### src/include/vec_params.svh
// --------------------
// sizing macros for the vector configuration block
// include in any file that needs register or vector widths
// VLEN may be set to 64, 128 or 256
// --------------------

`ifndef VEC_PARAMS_SVH
`define VEC_PARAMS_SVH

// scalar register width
`define XLEN 32

// vector register length in bits
`define VLEN 128

// widest supported element
`define ELEN 32

// element index width, one extra bit so LMUL 8 at SEW 8 fits
`define VSTART_W ($clog2(`VLEN) + 1)

`endif

### src/csr_types_pkg.sv
// --------------------
// Zicsr side of the vector CSRs
// addresses and the read-modify-write op codes
// referenced as csr_types_pkg::name
// --------------------

package csr_types_pkg;

    // vector CSR addresses
    // vxsat, vxrm and vcsr are listed so they can be
    // recognised, but no storage exists for them
    typedef enum logic [11:0] {
        VSTART = 12'h008,
        VXSAT  = 12'h009,
        VXRM   = 12'h00A,
        VCSR   = 12'h00F,
        VL     = 12'hC20,
        VTYPE  = 12'hC21,
        VLENB  = 12'hC22
    } csr_addr_e;

    // follows the low two funct3 bits of csrrw/csrrs/csrrc
    // and their immediate forms
    typedef enum logic [1:0] {
        WRITE = 2'b01,
        SET   = 2'b10,
        CLEAR = 2'b11
    } csr_op_e;

endpackage

### src/vec_types_pkg.sv
// --------------------
// vector configuration types
// vtype layout plus SEW and LMUL codes
// referenced as vec_types_pkg::name
// --------------------

`include "vec_params.svh"

package vec_types_pkg;

    // element width codes, 1xx reserved
    typedef enum logic [2:0] {
        SEW_8  = 3'b000,
        SEW_16 = 3'b001,
        SEW_32 = 3'b010,
        SEW_64 = 3'b011
    } vsew_e;

    // group multiplier codes, 100 reserved
    typedef enum logic [2:0] {
        LMUL_1   = 3'b000,
        LMUL_2   = 3'b001,
        LMUL_4   = 3'b010,
        LMUL_8   = 3'b011,
        LMUL_1_8 = 3'b101,
        LMUL_1_4 = 3'b110,
        LMUL_1_2 = 3'b111
    } vlmul_e;

    // field view of vtype, vill sits in the top bit
    typedef struct packed {
        logic        vill;
        logic [22:0] reserved;
        logic        vma;
        logic        vta;
        vsew_e       vsew;
        vlmul_e      vlmul;
    } vtype_fields_t;

    // raw word for CSR reads, fields for decode
    typedef union packed {
        logic [`XLEN-1:0] raw;
        vtype_fields_t    f;
    } vtype_u;

endpackage

### src/csr_access.sv
// --------------------
// Zicsr front end for the vector CSRs
// builds the read-modify-write value from the current read
// and decides whether the access is legal
// only vstart accepts writes
// --------------------

`timescale 1ns/100ps

`include "vec_params.svh"

module csr_access (
    input  logic                     csr_valid,
    input  logic [11:0]              csr_addr,
    input  csr_types_pkg::csr_op_e   csr_op,
    input  logic [`XLEN-1:0]         csr_operand,
    input  logic [`XLEN-1:0]         csr_rdata,
    input  logic                     csr_hit,
    output csr_types_pkg::csr_addr_e csr_addr_sel,
    output logic                     csr_write,
    output logic [`XLEN-1:0]         csr_wdata,
    output logic                     csr_illegal
);

    logic wr_req;
    logic wr_ok;

    // address goes straight to the read mux
    assign csr_addr_sel = csr_types_pkg::csr_addr_e'(csr_addr);

    // set/clear with a zero operand is a plain read
    always_comb begin
        case (csr_op)
            csr_types_pkg::SET:   wr_req = |csr_operand;
            csr_types_pkg::CLEAR: wr_req = |csr_operand;
            default:              wr_req = 1'b1;
        endcase
    end

    // new value from the old one
    always_comb begin
        case (csr_op)
            csr_types_pkg::SET:   csr_wdata = csr_rdata | csr_operand;
            csr_types_pkg::CLEAR: csr_wdata = csr_rdata & ~csr_operand;
            default:              csr_wdata = csr_operand;
        endcase
    end

    // vl, vtype and vlenb are read only
    assign wr_ok = csr_hit & (csr_addr_sel == csr_types_pkg::VSTART);

    assign csr_write = csr_valid & wr_req & wr_ok;

    // unknown or unimplemented address, or a write to a read-only CSR
    assign csr_illegal = csr_valid & (~csr_hit | (wr_req & ~wr_ok));

endmodule

### src/vector_cfg_top.sv
// --------------------
// vector configuration block top level
// connects the vsetvl logic, the CSR state and the
// Zicsr front end to the core side ports
// all requests are single-cycle pulses
// --------------------

`timescale 1ns/100ps

`include "vec_params.svh"

module vector_cfg_top (
    input  logic                   CLK,
    input  logic                   nRST,
    // vset pulse
    input  logic                   vset,
    input  logic [`XLEN-1:0]       avl,
    input  vec_types_pkg::vtype_u  new_vtype,
    input  logic                   rs1_zero,
    input  logic                   rd_zero,
    // CSR access pulse
    input  logic                   csr_valid,
    input  logic [11:0]            csr_addr,
    input  csr_types_pkg::csr_op_e csr_op,
    input  logic [`XLEN-1:0]       csr_operand,
    // trap and completion
    input  logic                   trap,
    input  logic [`VSTART_W-1:0]   trap_elem,
    input  logic                   vinstr_done,
    // results
    output logic [`XLEN-1:0]       rd_value,
    output logic [`XLEN-1:0]       csr_rdata,
    output logic                   csr_illegal,
    output logic [`XLEN-1:0]       vl,
    output vec_types_pkg::vtype_u  vtype,
    output logic [`VSTART_W-1:0]   vstart
);

    logic [`XLEN-1:0]         set_vl;
    logic                     keep_vl;
    vec_types_pkg::vtype_u    legal_vtype;
    csr_types_pkg::csr_addr_e csr_addr_sel;
    logic                     csr_write;
    logic [`XLEN-1:0]         csr_wdata;
    logic                     csr_hit;

    vsetvl_unit vsetvl_unit_inst (
        .new_vtype   (new_vtype),
        .avl         (avl),
        .rs1_zero    (rs1_zero),
        .rd_zero     (rd_zero),
        .cur_vl      (vl),
        .set_vl      (set_vl),
        .keep_vl     (keep_vl),
        .legal_vtype (legal_vtype),
        .rd_value    (rd_value)
    );

    vector_csr vector_csr_inst (
        .CLK          (CLK),
        .nRST         (nRST),
        .vset         (vset),
        .set_vl       (set_vl),
        .keep_vl      (keep_vl),
        .legal_vtype  (legal_vtype),
        .trap         (trap),
        .trap_elem    (trap_elem),
        .vinstr_done  (vinstr_done),
        .csr_addr_sel (csr_addr_sel),
        .csr_write    (csr_write),
        .csr_wdata    (csr_wdata),
        .csr_rdata    (csr_rdata),
        .csr_hit      (csr_hit),
        .vl           (vl),
        .vtype        (vtype),
        .vstart       (vstart)
    );

    csr_access csr_access_inst (
        .csr_valid    (csr_valid),
        .csr_addr     (csr_addr),
        .csr_op       (csr_op),
        .csr_operand  (csr_operand),
        .csr_rdata    (csr_rdata),
        .csr_hit      (csr_hit),
        .csr_addr_sel (csr_addr_sel),
        .csr_write    (csr_write),
        .csr_wdata    (csr_wdata),
        .csr_illegal  (csr_illegal)
    );

endmodule

### src/vector_csr.sv
// --------------------
// vstart, vl and vtype state
// one update per cycle, chosen by priority
// vset > trap > vinstr_done > CSR write of vstart
// reads are combinational by address, vlenb is a constant
// --------------------

`timescale 1ns/100ps

`include "vec_params.svh"

module vector_csr (
    input  logic                     CLK,
    input  logic                     nRST,
    input  logic                     vset,
    input  logic [`XLEN-1:0]         set_vl,
    input  logic                     keep_vl,
    input  vec_types_pkg::vtype_u    legal_vtype,
    input  logic                     trap,
    input  logic [`VSTART_W-1:0]     trap_elem,
    input  logic                     vinstr_done,
    input  csr_types_pkg::csr_addr_e csr_addr_sel,
    input  logic                     csr_write,
    input  logic [`XLEN-1:0]         csr_wdata,
    output logic [`XLEN-1:0]         csr_rdata,
    output logic                     csr_hit,
    output logic [`XLEN-1:0]         vl,
    output vec_types_pkg::vtype_u    vtype,
    output logic [`VSTART_W-1:0]     vstart
);

    logic [`VSTART_W-1:0]  vstart_next;
    logic [`XLEN-1:0]      vl_next;
    vec_types_pkg::vtype_u vtype_next;

    always_ff @(posedge CLK, negedge nRST) begin
        if (!nRST) begin
            vstart <= '0;
            vl     <= '0;
            vtype  <= '0;
        end else begin
            vstart <= vstart_next;
            vl     <= vl_next;
            vtype  <= vtype_next;
        end
    end

    // lower priority sources are simply dropped in the same cycle
    always_comb begin
        vstart_next = vstart;
        vl_next     = vl;
        vtype_next  = vtype;
        if (vset) begin
            vtype_next = legal_vtype;
            if (!keep_vl) begin
                vl_next = set_vl;
            end
        end else if (trap) begin
            // a fault during restart may report an element below vstart,
            // keep the furthest point reached
            if (trap_elem > vstart) begin
                vstart_next = trap_elem;
            end
        end else if (vinstr_done) begin
            vstart_next = '0;
        end else if (csr_write && (csr_addr_sel == csr_types_pkg::VSTART)) begin
            // upper bits of the write are dropped
            vstart_next = csr_wdata[`VSTART_W-1:0];
        end
    end

    // read mux, hit marks an implemented address
    always_comb begin
        csr_rdata = '0;
        csr_hit   = 1'b0;
        case (csr_addr_sel)
            csr_types_pkg::VSTART: begin
                csr_rdata = `XLEN'(vstart);
                csr_hit   = 1'b1;
            end
            csr_types_pkg::VL: begin
                csr_rdata = vl;
                csr_hit   = 1'b1;
            end
            csr_types_pkg::VTYPE: begin
                csr_rdata = vtype.raw;
                csr_hit   = 1'b1;
            end
            csr_types_pkg::VLENB: begin
                // register length in bytes
                csr_rdata = `XLEN'(`VLEN / 8);
                csr_hit   = 1'b1;
            end
            default: begin
                csr_rdata = '0;
                csr_hit   = 1'b0;
            end
        endcase
    end

endmodule

### src/vsetvl_unit.sv
// --------------------
// vsetvl/vsetvli/vsetivli result logic
// purely combinational, sampled by vector_csr on vset
// gives the new vl, the vtype to store and the rd value
// --------------------

`timescale 1ns/100ps

`include "vec_params.svh"

module vsetvl_unit (
    input  vec_types_pkg::vtype_u new_vtype,
    input  logic [`XLEN-1:0]      avl,
    input  logic                  rs1_zero,
    input  logic                  rd_zero,
    input  logic [`XLEN-1:0]      cur_vl,
    output logic [`XLEN-1:0]      set_vl,
    output logic                  keep_vl,
    output vec_types_pkg::vtype_u legal_vtype,
    output logic [`XLEN-1:0]      rd_value
);

    logic [`XLEN-1:0] sew_bits;
    logic [`XLEN-1:0] elen_frac;
    logic [`XLEN-1:0] vlmax_base;
    logic [`XLEN-1:0] vlmax;
    logic             lmul_frac;
    logic             lmul_rsvd;
    logic [1:0]       lmul_shift;
    logic             illegal;

    // element width in bits is 8 << code
    assign sew_bits = `XLEN'(8) << new_vtype.f.vsew;

    // VLEN/SEW gives one register worth of elements
    assign vlmax_base = `XLEN'(`VLEN) >> (3 + new_vtype.f.vsew);

    // split LMUL into direction and shift amount
    always_comb begin
        lmul_frac  = 1'b0;
        lmul_rsvd  = 1'b0;
        lmul_shift = 2'd0;
        case (new_vtype.f.vlmul)
            vec_types_pkg::LMUL_1:   lmul_shift = 2'd0;
            vec_types_pkg::LMUL_2:   lmul_shift = 2'd1;
            vec_types_pkg::LMUL_4:   lmul_shift = 2'd2;
            vec_types_pkg::LMUL_8:   lmul_shift = 2'd3;
            vec_types_pkg::LMUL_1_8: begin
                lmul_frac  = 1'b1;
                lmul_shift = 2'd3;
            end
            vec_types_pkg::LMUL_1_4: begin
                lmul_frac  = 1'b1;
                lmul_shift = 2'd2;
            end
            vec_types_pkg::LMUL_1_2: begin
                lmul_frac  = 1'b1;
                lmul_shift = 2'd1;
            end
            default: lmul_rsvd = 1'b1;
        endcase
    end

    // largest SEW allowed for a fractional group is ELEN*LMUL
    assign elen_frac = `XLEN'(`ELEN) >> lmul_shift;

    // any reserved bit, vill from rs2 included, makes it unsupported
    assign illegal = new_vtype.f.vill
                   | (|new_vtype.f.reserved)
                   | new_vtype.f.vsew[2]
                   | (sew_bits > `XLEN'(`ELEN))
                   | lmul_rsvd
                   | (lmul_frac & (sew_bits > elen_frac));

    assign vlmax = lmul_frac ? (vlmax_base >> lmul_shift) : (vlmax_base << lmul_shift);

    // an illegal vtype must still force vl to zero, so no keep then
    assign keep_vl = rs1_zero & rd_zero & ~illegal;

    always_comb begin
        if (illegal) begin
            set_vl = '0;
        end else if (rs1_zero) begin
            // rs1 = x0 with rd != x0 requests VLMAX
            set_vl = vlmax;
        end else begin
            set_vl = (avl < vlmax) ? avl : vlmax;
        end
    end

    // on illegal only vill survives
    always_comb begin
        legal_vtype = new_vtype;
        if (illegal) begin
            legal_vtype        = '0;
            legal_vtype.f.vill = 1'b1;
        end
    end

    assign rd_value = keep_vl ? cur_vl : set_vl;

endmodule
### config.mk
export PLATFORM = sky130hd
export DESIGN_NAME = vector_cfg_top
export DESIGN_NICKNAME = d
export VERILOG_FILES = /design/src/csr_types_pkg.sv /design/src/vec_types_pkg.sv /design/src/csr_access.sv /design/src/vector_cfg_top.sv /design/src/vector_csr.sv /design/src/vsetvl_unit.sv
export VERILOG_INCLUDE_DIRS = /design/src /design/src/include
export SDC_FILE = /design/constraint.sdc
export NUM_CORES = 1
export LEC_CHECK = 0
export BUFFER_PORTS_ARGS = -buffer_cell sky130_fd_sc_hd__buf_4
export CAP_MARGIN = 20
export CORE_ASPECT_RATIO = 0.75
export CORE_MARGIN = 4
export CORE_UTILIZATION = 51
export DETAILED_ROUTE_END_ITERATION = 10
export PLACE_DENSITY = 0.87
export SYNTH_ARGS = -nofsm -noshare
export SYNTH_HDL_FRONTEND = slang
export SYNTH_HIERARCHICAL = 1
export SYNTH_SLANG_ARGS = --single-unit
### constraint.sdc
create_clock -name CLK -period 5.9 [get_ports CLK]
set_input_delay 0.295 -clock CLK [delete_from_list [all_inputs] [get_ports CLK]]
set_output_delay 0.295 -clock CLK [all_outputs]
set_load 0.02 [all_outputs]
==> out/results.ini, run 1 <==
[status]
run_status=completed

[cts]
cts_hold_buf=0
cts_tree=done
clk_pin_slew_ns=0.06
postCtsSetupRepairBufs=0
cts_max_level=3
cts_sinks=72
clk_path_buf_depth=2
cts_root_buffer=clkbuf_16
cts_made_buffers=9
postCtsResizedCells=0
clock_latency_ns=0.33

[finish]
area_delta_synth_final_pct=38.2
num-fill-cells=726
final_cells=912
multi_input_area_sq_um=3010
n_antenna_cell=0
final_nets=919
register_area_sq_um=1800
drive_gt1_share_pct=46.5

[global_routing]
grt_pass1_vias=5127
antenna_found_initial=0
grt_max_degree=73
grt_pass1_wl_um=27300
grt_usage_pct=28.4
grt_overflow=0

[floorplanning]
core-area_sq_um=9930
die_w_um=126
fp.dieH_um=96.5
start_util_pct=53.6
io_pins=263
rows=31
die-area_sq_um=12200

[sta]
fin_setup_tns_ns=0
drv_slew=0
finalHoldViolations=0
rsz0062_at_grt=no
setup_viol=0
min_period_ns=3.77
clock-skew-final_ns=0.00772
worst_pin_slew_ns=0.910
relSlewSlack_pct=39.2
fin_crit_sh_pct=64.0
fmax_mhz=265

[power]
power_density_nw_per_um2=207
ir_drop_uv=143
total_power_uw=1520
p_leak_uw=0.00360

[placed_design]
dpl.hpwl_um=13900
io_buffer_count=262
dp.cells=896
gp_congestion=0.978

[setup_path]
r2r-end=vector_csr_inst/vstart[0]$_DFFE_PN0P_
path_max_fanout=11
r2r_start=vector_csr_inst/vstart[1]$_DFFE_PN0P_
start_kind=input pin
max_stage_delay_ns=0.58
path_cells=buf_4 -> nor3_1 -> nand4b_1 -> ha_1 -> a2111oi_4 -> nand3_1 -> or4_4 -> nor2_8 -> mux2_1 -> a21oi_1 -> buf_4
rrSetupSlack_ns=3.56
arrival_ns=3.48
end_kind=primary output
reg2regPathDepth=7
cp.required_ns=5.61
critPathKind=input pin to primary output
critPathSlowestCell=or4_4
crit_top_cell=buf_4

[min_path]
hp-class=input pin to async pin

[run]
cap_violations=0

[logic_synthesis]
syn_area_per_cell_sq_um=9.75
netlist_area_sq_um=5320
yosysWarnings=6
synth_cells=546

[routing]
drc=0
routed_via_density=5.73
first_pass_iters=7
drt_iter0_markers=492
vias=5226
routed_wl_um=18100
avgRoutedWirePerCell_um=19.9
drtAntennaViolNets=0

## power by group
part / internal (uW) / switching [uW] / leakage, uW
registers: 543 / 51.3 / 0.000879
clock network: 307 / 204 / 0.000135
logic: 199 / 220 / 0.00259
## state kept, by name, indices dropped and copies added (netlist names)
register / count
vector_csr_inst/vstart: 8
vector_csr_inst/vl: 32
vector_csr_inst/vtype: 32
## how the worst max path moves through the flow
| stage | startpoint | end | slack [ns] |
|---|---|---|---|
| after floorplan | new_vtype[0] | rd_value[4] | 2.28 |
| after global routing | new_vtype[0] | rd_value[6] | 1.95 |
| final | new_vtype[3] | rd_value[6] | 2.13 |
| after global placement | new_vtype[3] | vector_csr_inst/vl[16]$_DFFE_PN0P_ | 2.18 |
| after CTS | new_vtype[3] | rd_value[6] | 2.18 |
| after detailed placement | new_vtype[3] | vector_csr_inst/vl[6]$_DFFE_PN0P_ | 2.12 |
## worst max-delay path: cells and delay by family
| kind | cells | cell delay (ns) |
|---|---|---|
| muxes | 1 | 0.37 |
| buffers and inverters | 2 | 0.31 |
| AOI/OAI and AO/OA | 2 | 0.52 |
| and+or+nand+nor | 5 | 1.56 |
| adders and majority gates | 1 | 0.41 |
## metrics by stage
step	worst slack [ns]	hold WS, ns	cell area (sq um)	util (%)
finish	2.13	0.0869	7360	74.1
global route	1.95	0.162	7360	74.1
CTS	2.18	0.127	7360	74.1
detailed placement	2.12	0.479	7070	71.2
global placement	2.18	0.459	7070	71.2
floorplan	2.28	-0.000591	5500	-
## metal layers
metal  part of all wire [%]  vias to the layer above  global-route usage (%)
li1                       -                     2347                       -
met4                    1.3                        0                    7.59
met2                     49                      305                    48.0
met5                      0                        -                       0
met3                    8.9                       23                    6.65
met1                     41                     2551                    37.1
## layout by cell type (no fill, tap or decap), drive strengths merged, types with 3 or more instances in the layout
cell type / n
a211oi: 4
a21oi: 32
a222oi: 7
a22o: 25
a22oi: 6
and2: 29
and3: 4
and4: 3
buf: 265
clkbuf: 12
conb: 48
dfrtp: 72
ha: 18
inv: 28
mux2: 67
mux2i: 9
nand2: 13
nand2b: 6
nand3: 14
nand4: 7
nor2: 24
nor2b: 3
nor3: 10
nor4: 17
nor4b: 4
o21ai: 10
## cell type report
class / instances / share of cell area (%)
Sequential cell: 72 / 24.5
Timing Repair Buffer: 265 / 27.0
Multi-Input combinational cell: 399 / 40.9
Tap cell: 132 / 2.24
Clock inverter: 4 / 0.391
Clock buffer: 12 / 3.49
Inverter: 28 / 1.43
No activity file was read; power rests on OpenSTA's default activity.
==> run 2, diff against run 1 <==
ABC_AREA = 1   (was unset)
CORE_UTILIZATION = 44   (was 51)
PLACE_DENSITY = 0.78   (was 0.87)
clock period = 3.2 ns   (was 5.9 ns; I/O delays follow)
==> run 2 against run 1 <==
  * Die area increased by 24%
  * Register-to-register slack got worse by 2.0 ns
  * Count of clock-buffer cells in the layout decreased by 3
  * Largest power group is now the clock network
==> out/results.ini, run 2 <==
[global_routing]
grt_pass1_wl_um=28500  ; +4.3%
grt_pass1_vias=5625  ; +9.7%
grt_usage_pct=23.3  ; -5.0 points
antenna_found_initial=0  ; unchanged
grt_max_degree=73  ; unchanged
grt_overflow=0  ; unchanged

[finish]
final_cell_mix=buf_4 (268), nand2_1 (158), inv_1 (125)
final_cells=1214  ; +33%
drive_gt1_share_pct=34.3  ; -12 points
reg_top3=vector_csr_inst/vl: 32 flops, vector_csr_inst/vtype: 32 flops, vector_csr_inst/vstart: 8 flops
area_delta_synth_final_pct=36.4
n_antenna_cell=0  ; unchanged
final_nets=1182  ; +29%
final_common_cell=buf_4

[min_path]
min_to=vector_csr_inst/vtype[7]$_DFFE_PN0P_
hold_depth=5
worstHoldStart=new_vtype[7]
hp-class=input pin to flip-flop

[sta]
drv_slew=0  ; unchanged
setup_viol=0  ; unchanged
finalHoldViolations=0  ; unchanged
fmax_mhz=336
fin_crit_sh_pct=93.1
relSlewSlack_pct=39.8  ; +0.62 points
worst_pin_slew_ns=0.903  ; -0.00737 ns
min_period_ns=2.98
setup_ws_ns=0.220  ; -1.91 ns
clock-skew-final_ns=0.00341  ; -0.00431 ns

[placed_design]
dpl.hpwl_um=14300  ; +2.9%
io_buffer_count=262  ; unchanged
dp.cells=1197  ; +34%
gp_congestion=0.923  ; -5.6%
post-place-ws_ns=0.222  ; -1.90 ns

[run]
cap_violations=0  ; unchanged

[cts]
clk_pin_slew_ns=0.06  ; about the same
cts_sinks=72  ; unchanged
clk_path_buf_depth=2  ; unchanged
cts_root_buffer=clkbuf_16
clock_latency_ns=0.33  ; about the same
cts_made_buffers=9  ; unchanged
cts_tree=done
postCtsSetupRepairBufs=0  ; unchanged
cts_max_level=3  ; unchanged

[setup_path]
cp.required_ns=3.04  ; -2.57 ns
r2r_start=vector_csr_inst/vstart[7]$_DFFE_PN0P_
arrival_ns=2.82  ; -0.66 ns
reg2regPathDepth=11  ; +4
start_kind=input pin
r2r-end=vector_csr_inst/vstart[0]$_DFFE_PN0P_
critPathKind=input pin to primary output
path_max_fanout=9  ; -2
end_kind=primary output
rrSetupSlack_ns=1.53  ; -2.03 ns

[floorplanning]
io_pins=263  ; unchanged
die-area_sq_um=15100  ; +24%
rows=36  ; +16%
start_util_pct=44.9  ; -8.7 points
fp.dieH_um=107  ; +11%
core-area_sq_um=12900  ; +30%
die_w_um=141  ; +12%

[power]
power_density_nw_per_um2=375  ; +81%
p_leak_uw=0.00435  ; +21%
ir_drop_uv=300  ; +110%

[status]
run_status=completed

[routing]
drc=0  ; unchanged
vias=5869  ; +12%
drt_iter0_markers=425  ; -14%
first_pass_iters=5  ; -2
avgRoutedWirePerCell_um=14.8  ; -25%
drtAntennaViolNets=0  ; unchanged
routed_wl_um=18000  ; -0.77%
routed_via_density=4.83  ; -16%

[logic_synthesis]
netlist_area_sq_um=5800  ; +9.0%
syn_area_per_cell_sq_um=7.25  ; -26%
synth_cells=800  ; +47%
yosysWarnings=6  ; unchanged

run 2: changes by cell type in the layout (fill, tap and decap cells not counted), moves of 13 or more:
| cell | previous run | this run |
|---|---|---|
| a22o_1 | 25 | 7 |
| and2_1 | 29 | 1 |
| nand3_1 | 14 | 43 |
| o21ai_1 | 1 | 14 |
| nand2_1 | 13 | 158 |
| o21ai_0 | 9 | 64 |
| mux2_2 | 63 | 32 |
| nor2_1 | 23 | 69 |
| inv_1 | 28 | 125 |
| a21oi_1 | 32 | 7 |
run 2: where the power goes:
| part | internal, uW | switching, uW |
|---|---|---|
| clock network | 762 | 387 |
| logic | 334 | 423 |
| registers | 990 | 72.9 |
| total | 2090 | 883 |
run 2: final cells by class:
class	instances	area, sq um
clock buffer	9	225
clock inverter	7	120
fill	1199	5010
inverter	135	508
multi-input combinational	551	3020
sequential	72	1800
tap	171	214
timing repair buffer	269	2020
run 2: how the worst max path moves through the flow:
stage                 startpoint                                end  slack [ns]  cells after the start
floorplan           new_vtype[0]  vector_csr_inst/vl[2]$_DFFE_PN0P_        0.44                     13
global placement    new_vtype[3]                        rd_value[0]        0.29                     17
detailed placement  new_vtype[3]                        rd_value[0]        0.22                     17
CTS                 new_vtype[3]                        rd_value[0]        0.22                     17
global route        new_vtype[3]                        rd_value[0]     -0.0004                     17
finish              new_vtype[3]                        rd_value[2]        0.22                     17
run 2: per-stage QoR:
stage	hold WS (ns)	total power (uW)	setup TNS, ns	instance area, sq um	util [%]
after floorplan	-0.136	1520	0	5980	-
after global placement	0.348	1810	0	7550	58.4
after detailed placement	0.347	1830	0	7550	58.4
after CTS	0.163	3000	0	7910	61.2
after global routing	0.184	3130	-0.000441	7910	61.2
final	0.169	2970	0	7910	61.2
run 2: worst max-delay path, stage by stage:
cell,delay (ns)
buf_4,0.13
nor2_1,0.19
inv_1,0.08
nor2_2,0.15
inv_1,0.08
nor2_1,0.17
nand2_1,0.13
ha_1,0.30
a2111oi_0,0.41
nand4_1,0.17
nor2_2,0.11
buf_4,0.20
nand2_8,0.10
nand2_2,0.08
nand4_1,0.08
nand2_1,0.13
buf_4,0.16
run 2: metal layers:
| layer | up-vias | GRT usage [%] | routed length, um |
|---|---|---|---|
| met1 | 2675 | 32.7 | 8040 |
| met3 | 12 | 5.55 | 1490 |
| met2 | 251 | 37.3 | 8270 |
| met5 | - | 0 | 0 |
| li1 | 2931 | - | - |
| met4 | 0 | 4.08 | 175 |
run 2: timing repair:
item | 4_1_cts | 5_1_grt
resized for setup | 0 | 1
setup endpoints to repair | 0 | 8
hold buffers | 1 | 0
endpoints found under the hold margin | 50 | 0
